<file path="src/common/vt_defs.svh">
// ------------------
// VT bench constants
// ------------------
`ifndef VT_DEFS_SVH
`define VT_DEFS_SVH

// uart
`define VT_CLKS_PER_BIT      16   // sim value, board uses far more

// buttons
`define VT_DEBOUNCE_CYCLES   8    // stable cycles before accept

// power rails
`define VT_NUM_RAILS         6
`define VT_PWR_STEP_CYCLES   32   // spacing between rail changes

// panel scan
`define VT_LINE_CYCLES       24
`define VT_LINES_PER_FRAME   16
`define VT_PAT_NUM           12   // patterns 0..11
`define VT_PAT_W             4
`define VT_NUM_MUX           14   // analog switch channels

`endif

</file>
<file path="src/common/vt_pkg.sv">
// ------------------
// VT shared types
// ------------------
`include "vt_defs.svh"

package vt_pkg;

    // host command opcode, upper nibble of the byte
    typedef enum logic [3:0] {
        CMD_NOP     = 4'd0,
        CMD_SET_PAT = 4'd1,
        CMD_PWR_ON  = 4'd2,
        CMD_PWR_OFF = 4'd3,
        CMD_STATUS  = 4'd4
    } cmd_op_e;

    typedef enum logic [1:0] {
        PWR_OFF       = 2'd0,
        PWR_RAMP_UP   = 2'd1,
        PWR_ON        = 2'd2,
        PWR_RAMP_DOWN = 2'd3
    } pwr_state_e;

    typedef logic [`VT_PAT_W-1:0] pattern_t;

    // switch-on order, first field first
    typedef struct packed {
        logic p14v;
        logic n14v;
        logic gvddp;
        logic gvddn;
        logic vgh;
        logic vgl;
    } rail_en_t;

    typedef struct packed {
        logic       active;  // drive the panel
        logic       stv;
        logic [3:0] ckv;
        logic [2:0] ckh;     // r, g, b
        logic       u2d;
        logic       d2u;
        logic       grst;
    } gate_timing_t;

    typedef enum logic [1:0] {
        LVL_FLOAT = 2'd0,
        LVL_LOW   = 2'd1,
        LVL_HIGH  = 2'd2
    } level_e;

    typedef level_e [`VT_NUM_MUX-1:0] mux_bus_t;

endpackage

</file>
<file path="src/uart/uart_rx.sv">
// ------------------
// UART 8N1 receiver
// ------------------
`timescale 1ns/1ps
`include "vt_defs.svh"

module uart_rx (
    input  logic       clk,
    input  logic       rst,
    input  logic       rxd,
    output logic [7:0] rx_data,
    output logic       rx_valid
);
    localparam int CW = $clog2(`VT_CLKS_PER_BIT);

    typedef enum logic [1:0] {RX_IDLE, RX_START, RX_DATA, RX_STOP} rx_state_e;

    rx_state_e     state;
    logic [1:0]    rxd_sync;
    logic [CW-1:0] clk_cnt;
    logic [2:0]    bit_cnt;
    logic [7:0]    shift;
    logic          bit_end;
    logic          sample;
    logic          stop_ok;

    assign bit_end = clk_cnt == CW'(`VT_CLKS_PER_BIT - 1);
    assign sample  = (state == RX_DATA) && bit_end;
    assign stop_ok = (state == RX_STOP) && bit_end && rxd_sync[1];

    always_ff @(posedge clk) begin
        if (rst) begin
            state    <= RX_IDLE;
            rxd_sync <= 2'b11;     // line idles high
            clk_cnt  <= '0;
            bit_cnt  <= '0;
            rx_valid <= 1'b0;
        end else begin
            rxd_sync <= {rxd_sync[0], rxd};
            rx_valid <= stop_ok;   // mid stop bit
            clk_cnt  <= clk_cnt + 1'b1;
            case (state)
                RX_IDLE: begin
                    clk_cnt <= '0;
                    if (!rxd_sync[1])
                        state <= RX_START;
                end
                RX_START: begin
                    if (clk_cnt == CW'(`VT_CLKS_PER_BIT / 2 - 1)) begin
                        clk_cnt <= '0;
                        bit_cnt <= '0;
                        state   <= rxd_sync[1] ? RX_IDLE : RX_DATA;  // glitch check
                    end
                end
                RX_DATA: begin
                    if (bit_end) begin
                        clk_cnt <= '0;
                        bit_cnt <= bit_cnt + 1'b1;
                        if (bit_cnt == 3'd7)
                            state <= RX_STOP;
                    end
                end
                default: begin
                    if (bit_end)
                        state <= RX_IDLE;  // low stop bit drops the frame
                end
            endcase
        end
    end

    always_ff @(posedge clk) begin
        if (sample)
            shift <= {rxd_sync[1], shift[7:1]};  // lsb first
        if (stop_ok)
            rx_data <= shift;
    end

    a_valid_single: assert property (@(posedge clk) disable iff (rst)
        rx_valid |=> !rx_valid) else $error("rx_valid held two cycles");

endmodule

</file>
<file path="src/uart/uart_tx.sv">
// ------------------
// UART 8N1 transmitter
// ------------------
`timescale 1ns/1ps
`include "vt_defs.svh"

module uart_tx (
    input  logic       clk,
    input  logic       rst,
    input  logic [7:0] tx_data,
    input  logic       tx_start,
    output logic       txd,
    output logic       tx_busy
);
    localparam int CW = $clog2(`VT_CLKS_PER_BIT);

    typedef enum logic {TX_IDLE, TX_SHIFT} tx_state_e;

    tx_state_e     state;
    logic [CW-1:0] clk_cnt;
    logic [3:0]    bit_cnt;   // 0 start, 1..8 data, 9 stop
    logic [8:0]    frame;     // data then stop bit
    logic          bit_end;
    logic          load;
    logic          shift_en;

    assign bit_end  = clk_cnt == CW'(`VT_CLKS_PER_BIT - 1);
    assign load     = (state == TX_IDLE) && tx_start;
    assign shift_en = (state == TX_SHIFT) && bit_end && (bit_cnt != 4'd9);

    always_ff @(posedge clk) begin
        if (rst) begin
            state   <= TX_IDLE;
            txd     <= 1'b1;
            tx_busy <= 1'b0;
            clk_cnt <= '0;
            bit_cnt <= '0;
        end else if (load) begin
            state   <= TX_SHIFT;
            txd     <= 1'b0;       // start bit
            tx_busy <= 1'b1;
            clk_cnt <= '0;
            bit_cnt <= '0;
        end else if (state == TX_SHIFT) begin
            clk_cnt <= bit_end ? '0 : clk_cnt + 1'b1;
            if (shift_en) begin
                txd     <= frame[0];
                bit_cnt <= bit_cnt + 1'b1;
            end else if (bit_end) begin
                state   <= TX_IDLE;   // stop bit done
                tx_busy <= 1'b0;
            end
        end
    end

    always_ff @(posedge clk) begin
        if (load)
            frame <= {1'b1, tx_data};
        else if (shift_en)
            frame <= {1'b1, frame[8:1]};
    end

    a_start_idle: assert property (@(posedge clk) disable iff (rst)
        tx_start |-> !tx_busy) else $error("tx_start while busy");

endmodule

</file>
<file path="src/rtl/cmd_ctrl.sv">
// ------------------
// command and button control
// ------------------
`timescale 1ns/1ps
`include "vt_defs.svh"

module cmd_ctrl import vt_pkg::*; (
    input  logic       clk,
    input  logic       rst,
    input  logic [7:0] rx_data,
    input  logic       rx_valid,
    input  logic       sw_next,
    input  logic       sw_prev,
    input  logic       sw_pwr,
    input  pwr_state_e pwr_state,
    input  logic       tx_busy,
    output pattern_t   pattern,
    output logic       pwr_on_req,
    output logic       pwr_off_req,
    output logic [7:0] tx_data,
    output logic       tx_start
);
    localparam int DW = $clog2(`VT_DEBOUNCE_CYCLES);

    logic [2:0]    sw_meta;
    logic [2:0]    sw_sync;
    logic [2:0]    sw_stable;
    logic [2:0]    sw_press;    // next, prev, pwr
    logic [DW-1:0] db_cnt [3];
    cmd_op_e       op;
    logic          status_req;
    logic          status_pend;
    logic          send;

    assign op         = cmd_op_e'(rx_data[7:4]);
    assign status_req = rx_valid && (op == CMD_STATUS);
    assign send       = status_pend && !tx_busy && !tx_start;

    // --------------------
    // button debounce
    // --------------------
    always_ff @(posedge clk) begin
        if (rst) begin
            sw_meta   <= '0;
            sw_sync   <= '0;
            sw_stable <= '0;
            sw_press  <= '0;
            for (int i = 0; i < 3; i++)
                db_cnt[i] <= '0;
        end else begin
            sw_meta <= {sw_pwr, sw_prev, sw_next};
            sw_sync <= sw_meta;
            for (int i = 0; i < 3; i++) begin
                sw_press[i] <= 1'b0;
                if (sw_sync[i] == sw_stable[i]) begin
                    db_cnt[i] <= '0;
                end else if (db_cnt[i] == DW'(`VT_DEBOUNCE_CYCLES - 1)) begin
                    db_cnt[i]    <= '0;
                    sw_stable[i] <= sw_sync[i];
                    sw_press[i]  <= sw_sync[i];  // rising edge only
                end else begin
                    db_cnt[i] <= db_cnt[i] + 1'b1;
                end
            end
        end
    end

    // --------------------
    // decode and status
    // --------------------
    always_ff @(posedge clk) begin
        if (rst) begin
            pattern     <= '0;
            pwr_on_req  <= 1'b0;
            pwr_off_req <= 1'b0;
            status_pend <= 1'b0;
            tx_start    <= 1'b0;
        end else begin
            pwr_on_req  <= 1'b0;
            pwr_off_req <= 1'b0;
            tx_start    <= send;
            status_pend <= send ? status_req : (status_pend | status_req);  // merge
            if (rx_valid) begin
                case (op)
                    CMD_SET_PAT: if (rx_data[3:0] < `VT_PAT_NUM) pattern <= rx_data[3:0];
                    CMD_PWR_ON:  pwr_on_req  <= (pwr_state == PWR_OFF);
                    CMD_PWR_OFF: pwr_off_req <= (pwr_state == PWR_ON);
                    default: ;   // nop and status
                endcase
            end else if (sw_press[0]) begin
                pattern <= (pattern == pattern_t'(`VT_PAT_NUM - 1)) ? '0 : pattern + 1'b1;
            end else if (sw_press[1]) begin
                pattern <= (pattern == '0) ? pattern_t'(`VT_PAT_NUM - 1) : pattern - 1'b1;
            end else if (sw_press[2]) begin
                pwr_on_req  <= (pwr_state == PWR_OFF);   // ramps ignore it
                pwr_off_req <= (pwr_state == PWR_ON);
            end
        end
    end

    always_ff @(posedge clk) begin
        if (send)
            tx_data <= {pwr_state, 2'b00, pattern};
    end

    a_pat_range: assert property (@(posedge clk) disable iff (rst)
        pattern < `VT_PAT_NUM) else $error("pattern out of range");

endmodule

</file>
<file path="src/rtl/power_seq.sv">
// ------------------
// rail sequencer
// ------------------
`timescale 1ns/1ps
`include "vt_defs.svh"

module power_seq import vt_pkg::*; (
    input  logic       clk,
    input  logic       rst,
    input  logic       pwr_on_req,
    input  logic       pwr_off_req,
    output rail_en_t   rails,
    output pwr_state_e pwr_state
);
    localparam int SW = $clog2(`VT_PWR_STEP_CYCLES);
    localparam int NR = `VT_NUM_RAILS;

    logic [SW-1:0] step_cnt;
    logic [2:0]    rail_idx;
    logic [NR-1:0] rail_q;      // msb is first rail on
    logic          step_done;
    logic          last_rail;

    assign step_done = step_cnt == SW'(`VT_PWR_STEP_CYCLES - 1);
    assign last_rail = rail_idx == 3'(NR - 1);
    assign rails     = rail_en_t'(rail_q);

    always_ff @(posedge clk) begin
        if (rst) begin
            pwr_state <= PWR_OFF;
            rail_q    <= '0;
            step_cnt  <= '0;
            rail_idx  <= '0;
        end else begin
            step_cnt <= step_done ? '0 : step_cnt + 1'b1;
            if (step_done && pwr_state inside {PWR_RAMP_UP, PWR_RAMP_DOWN})
                rail_idx <= last_rail ? '0 : rail_idx + 1'b1;
            case (pwr_state)
                PWR_OFF: if (pwr_on_req) begin
                    pwr_state <= PWR_RAMP_UP;
                    step_cnt  <= SW'(1);   // counts the request cycle
                    rail_idx  <= '0;
                end
                PWR_RAMP_UP: if (step_done) begin
                    rail_q <= {1'b1, rail_q[NR-1:1]};
                    if (last_rail)
                        pwr_state <= PWR_ON;
                end
                PWR_ON: if (pwr_off_req) begin
                    pwr_state <= PWR_RAMP_DOWN;
                    step_cnt  <= SW'(1);
                    rail_idx  <= '0;
                end
                default: if (step_done) begin
                    rail_q <= {rail_q[NR-2:0], 1'b0};  // reverse order
                    if (last_rail)
                        pwr_state <= PWR_OFF;
                end
            endcase
        end
    end

    a_rail_order: assert property (@(posedge clk) disable iff (rst)
        ((rail_q & ~(rail_q >> 1)) & {1'b0, {(NR-1){1'b1}}}) == '0)
        else $error("rail on before an earlier rail");

endmodule

</file>
<file path="src/rtl/panel_timing.sv">
// ------------------
// gate and source timing
// ------------------
`timescale 1ns/1ps
`include "vt_defs.svh"

module panel_timing import vt_pkg::*; (
    input  logic         clk,
    input  logic         rst,
    input  pwr_state_e   pwr_state,
    input  pattern_t     pattern,
    output gate_timing_t timing
);
    localparam int CW = $clog2(`VT_LINE_CYCLES);
    localparam int LW = $clog2(`VT_LINES_PER_FRAME);

    logic [CW-1:0] cyc_cnt;
    logic [LW-1:0] line_cnt;
    pattern_t      pat_q;
    logic          run;
    logic          black;
    logic          second_half;
    logic [1:0]    phase;

    assign run         = pwr_state == PWR_ON;
    assign black       = pattern == '0;
    assign second_half = cyc_cnt >= CW'(`VT_LINE_CYCLES / 2);
    assign phase       = pattern[3] ? 2'd3 - line_cnt[1:0] : line_cnt[1:0];  // mirror on reverse

    // --------------------
    // line and frame counters
    // --------------------
    always_ff @(posedge clk) begin
        if (rst) begin
            cyc_cnt  <= '0;
            line_cnt <= '0;
            pat_q    <= '0;
        end else begin
            pat_q <= pattern;
            if (!run || pattern != pat_q) begin
                cyc_cnt  <= '0;    // hold or restart frame
                line_cnt <= '0;
            end else if (cyc_cnt == CW'(`VT_LINE_CYCLES - 1)) begin
                cyc_cnt  <= '0;
                line_cnt <= (line_cnt == LW'(`VT_LINES_PER_FRAME - 1)) ? '0 : line_cnt + 1'b1;
            end else begin
                cyc_cnt <= cyc_cnt + 1'b1;
            end
        end
    end

    always_comb begin
        timing        = '0;
        timing.active = run;
        timing.u2d    = !pattern[3];
        timing.d2u    = pattern[3];
        timing.grst   = black;        // black pattern keeps gates reset
        if (!black) begin
            timing.stv        = line_cnt == '0;
            timing.ckv[phase] = 1'b1;
            timing.ckh        = pattern[2:0] & {3{second_half}};
        end
    end

endmodule

</file>
<file path="src/rtl/level_encoder.sv">
// ------------------
// analog switch levels
// ------------------
`timescale 1ns/1ps
`include "vt_defs.svh"

module level_encoder import vt_pkg::*; (
    input  logic         clk,
    input  logic         rst,
    input  gate_timing_t timing,
    output mux_bus_t     mux
);
    logic [`VT_NUM_MUX-1:0] raw;

    // channel 0 stv .. 10 grst, top three tied high
    assign raw = {3'b111, timing.grst, timing.d2u, timing.u2d,
                  timing.ckh, timing.ckv, timing.stv};

    always_ff @(posedge clk) begin
        for (int i = 0; i < `VT_NUM_MUX; i++) begin
            if (rst || !timing.active)
                mux[i] <= LVL_FLOAT;
            else
                mux[i] <= raw[i] ? LVL_HIGH : LVL_LOW;
        end
    end

endmodule

</file>
<file path="src/rtl/vt_top.sv">
// ------------------
// VT test controller top
// ------------------
`timescale 1ns/1ps

module vt_top import vt_pkg::*; (
    input  logic     clk,
    input  logic     rst,
    input  logic     rxd,
    input  logic     sw_next,
    input  logic     sw_prev,
    input  logic     sw_pwr,
    output logic     txd,
    output rail_en_t rails,
    output mux_bus_t mux
);
    logic [7:0]   rx_data;
    logic         rx_valid;
    logic [7:0]   tx_data;
    logic         tx_start;
    logic         tx_busy;
    pattern_t     pattern;
    logic         pwr_on_req;
    logic         pwr_off_req;
    pwr_state_e   pwr_state;
    gate_timing_t timing;

    uart_rx u_uart_rx (.clk(clk), .rst(rst), .rxd(rxd), .rx_data(rx_data), .rx_valid(rx_valid));

    uart_tx u_uart_tx (.clk(clk), .rst(rst), .tx_data(tx_data), .tx_start(tx_start),
                       .txd(txd), .tx_busy(tx_busy));

    cmd_ctrl u_cmd_ctrl (
        .clk(clk), .rst(rst), .rx_data(rx_data), .rx_valid(rx_valid),
        .sw_next(sw_next), .sw_prev(sw_prev), .sw_pwr(sw_pwr),
        .pwr_state(pwr_state), .tx_busy(tx_busy), .pattern(pattern),
        .pwr_on_req(pwr_on_req), .pwr_off_req(pwr_off_req),
        .tx_data(tx_data), .tx_start(tx_start)
    );

    power_seq u_power_seq (.clk(clk), .rst(rst), .pwr_on_req(pwr_on_req),
                           .pwr_off_req(pwr_off_req), .rails(rails), .pwr_state(pwr_state));

    panel_timing u_panel_timing (.clk(clk), .rst(rst), .pwr_state(pwr_state),
                                 .pattern(pattern), .timing(timing));

    level_encoder u_level_encoder (.clk(clk), .rst(rst), .timing(timing), .mux(mux));

endmodule

</file>
<file path="config.mk">
export PLATFORM = sky130hd
export DESIGN_NAME = vt_top
export DESIGN_NICKNAME = d
export VERILOG_FILES = /design/src/common/vt_pkg.sv /design/src/uart/uart_rx.sv /design/src/uart/uart_tx.sv /design/src/rtl/cmd_ctrl.sv /design/src/rtl/power_seq.sv /design/src/rtl/panel_timing.sv /design/src/rtl/level_encoder.sv /design/src/rtl/vt_top.sv
export VERILOG_INCLUDE_DIRS = /design/src /design/src/common
export SDC_FILE = /design/constraint.sdc
export NUM_CORES = 1
export LEC_CHECK = 0
export CORE_MARGIN = 5
export CORE_UTILIZATION = 50
export DETAILED_ROUTE_END_ITERATION = 10
export DONT_BUFFER_PORTS = 1
export GPL_TIMING_DRIVEN = 0
export HOLD_SLACK_MARGIN = 0.12
export REMOVE_ABC_BUFFERS = 1
export SYNTH_ARGS = -nofsm -noshare
export SYNTH_HDL_FRONTEND = slang
export SYNTH_SLANG_ARGS = --single-unit
</file>
<file path="constraint.sdc">
create_clock -name clk -period 5.25 [get_ports clk]
set_input_delay 1.575 -clock clk [delete_from_list [all_inputs] [get_ports clk]]
set_output_delay 1.575 -clock clk [all_outputs]
set_load 0.01 [all_outputs]
</file>
==> metrics.txt <==
outcome=complete, no violations; largest net degree at the start of global routing=47; Worst Hold Class=register to register; Mapped Area=5430 sq um; share of layout cells above drive strength 1=5.93%; gr usage total=14.7%; CTS tree=yes; Final ANT Viol Nets=0; RSZ-0062 raised after global routing=no; filler instances=993; clock buffer count from CTS=17; # IOs=41; Worst Setup SP=u_level_encoder.mux[23]; Startpoint Class=register; sequential fraction of the synthesis area=55.9%; reg-to-reg startpoint=u_power_seq.step_cnt[0]; Die H=114 microns; nets@finish=546; Main synth FF type=dfxtp_1; Slew @ Worst Pin=985 ps; Placed Area=5480 sq um; Buffers on Ports=0; max-cap viol count=0; grt total ovfl=0; Final GP Congestion=0.760; Via Count=3451; core footprint=10700 sq um; Static Leakage=2.31 nW; Final Hold Vio Count=0; post-route cell area=5950 sq um; Clk Tree Root Cell=clkbuf_8; Final Skew=5.27 ps; Worst Path Max Fanout=3; Setup CP Type=register to output pin; Seq cells post-synth=132; M1 GR Usage=18.1%; 1st-iter DRT viols=230; Final Setup Violations=0; post-synth cell types=61; Arrival @ worst endpoint=1020 ps; final wirelength=8750 microns; vias per std cell=5.21; per-cell routed wire length=13.2 microns; die area=13000 sq um; Ant. Diodes=0; first-pass GRT wire length=15100 microns; grt met3 use=5.07%; DR pass1 iterations=5; WP data required=3680 ps; crit share post-route=49.4%; Final min period=2590 ps; Worst setup EP type=output pin; Synth Warn #=0; CTS H-Tree Depth=4; post-cts resize count=0; initial antenna violation count=0; Max-slew headroom=34.2%; PwrDens=358 nW/um^2; Slew Limit Fails=0; Worst-Skew Late Latency=510 ps; vias in the first global route=3330; CTS max path bufs=2; Final TNS setup=0 ps; EDFF count, synth=39; cell count after synthesis=508; CTS hold repair buffers=0; die width=114 microns; Worst-path clk slew=60 ps; clk sinks=132; async set-or-reset flop fraction in the synthesized netlist=0%; drc violations=0; Max VDD drop=0.000186 V; Initial Util=50.5%; Mapped Avg Cell Area=10.7 sq um; P&R area growth vs syn=9.61%; Peak Freq=386 MHz; post-DP HPWL=6040 microns; origin of the worst min-delay path=u_uart_rx.rxd_sync[0]; met2 usage=22.4%; Top Usage Layer GRT=met2; row count=38; Post-CTS Setup Bufs=0
## cells in the final DEF (no fill, tap or decap), types with 3 or more instances in the layout
master / instances
o21ai_0: 11
nor4_1: 5
xnor2_1: 10
nand2b_1: 5
nor3_1: 15
nor2b_1: 10
clkbuf_1: 3
clkbuf_16: 16
inv_1: 24
a211oi_1: 8
a22o_1: 3
mux2i_1: 12
nor3b_1: 4
xor2_1: 12
a21oi_1: 19
a31oi_1: 8
and2_1: 17
nand3_1: 10
conb_1: 12
edfxtp_1: 39
ha_1: 29
nor2_1: 52
nor4bb_1: 3
nand4_1: 3
clkinv_1: 8
and3_1: 8
dfxtp_1: 93
clkinv_2: 3
nand2_1: 41
## routing by layer
| layer | share of wire (%) | vias to the layer above |
|---|---|---|
| li1 | - | 1765 |
| met1 | 48 | 1604 |
| met2 | 45 | 65 |
| met3 | 5.0 | 17 |
| met4 | 2.3 | 0 |
| met5 | 0 | - |
## kinds of logic (layout without fill, tap and decap cells)
kind of cell	after synthesis	after routing	synth area share, %
fa+ha+maj	29	29	6.69
other cells	2	12	0.138
flops	132	132	55.9
xor+xnor	22	22	3.55
compound gates	70	70	8.53
mux	14	14	2.63
buf+inv	50	55	4.63
simple gates	189	189	18.0
## cells in the mapped netlist, types with 11 or more instances
master	number	share of area, %
o21ai_0	11	1.0
a21oi_1	19	1.8
nor3_1	15	1.4
and2_1	17	2.0
mux2i_1	12	2.2
nor2_1	52	3.6
ha_1	29	6.7
xor2_1	12	1.9
nand2_1	41	2.8
dfxtp_1	93	34
inv_1	24	1.7
edfxtp_1	39	22
## sequential cells by signal, summed over array words and instances (netlist names), 5 cells and up
name and cells:
u_level_encoder.mux 21, u_panel_timing.cyc_cnt 5, u_uart_rx.shift 8, u_power_seq.rails 6
u_uart_tx.frame 8, u_cmd_ctrl.db_cnt 9, u_power_seq.step_cnt 5, u_cmd_ctrl.tx_data 6
u_uart_rx.rx_data 8
## through the flow
step	power (mW)	util (%)	instances	worst slack [ps]	hold WS [ps]
global placement	1.21	51.0	632	2280	395
finish	2.13	55.4	663	2660	404
global route	2.23	55.4	663	2590	429
detailed placement	1.21	51.0	632	2270	393
floorplan	1.19	-	492	2780	389
CTS	2.16	55.4	663	2620	406
## worst paths after layout
path,cells past startpoint,to,slack [ps]
setup / recovery,0,mux[27],2660
setup reg to reg,7,u_power_seq.pwr_state[1],3170
hold reg to reg,1,u_uart_rx.rxd_sync[1],400
hold / removal,1,u_uart_rx.rxd_sync[1],400
## layout make-up
type	count	area [sq um]	share of cell area, %
flip-flops and latches	132	3030	51.0
clock buffers	20	425	7.15
well taps	140	175	2.94
clock inverters	11	45.0	0.757
multi-input cells	336	2180	36.7
inverters	24	90.1	1.51
## report_power, final
group | internal (mW) | total [mW] | switching [mW]
registers | 1.06 | 1.08 | 0.0160
logic | 0.0480 | 0.107 | 0.0594
clock network | 0.559 | 0.944 | 0.385
Note: power is estimated with default switching activity, not from simulation.
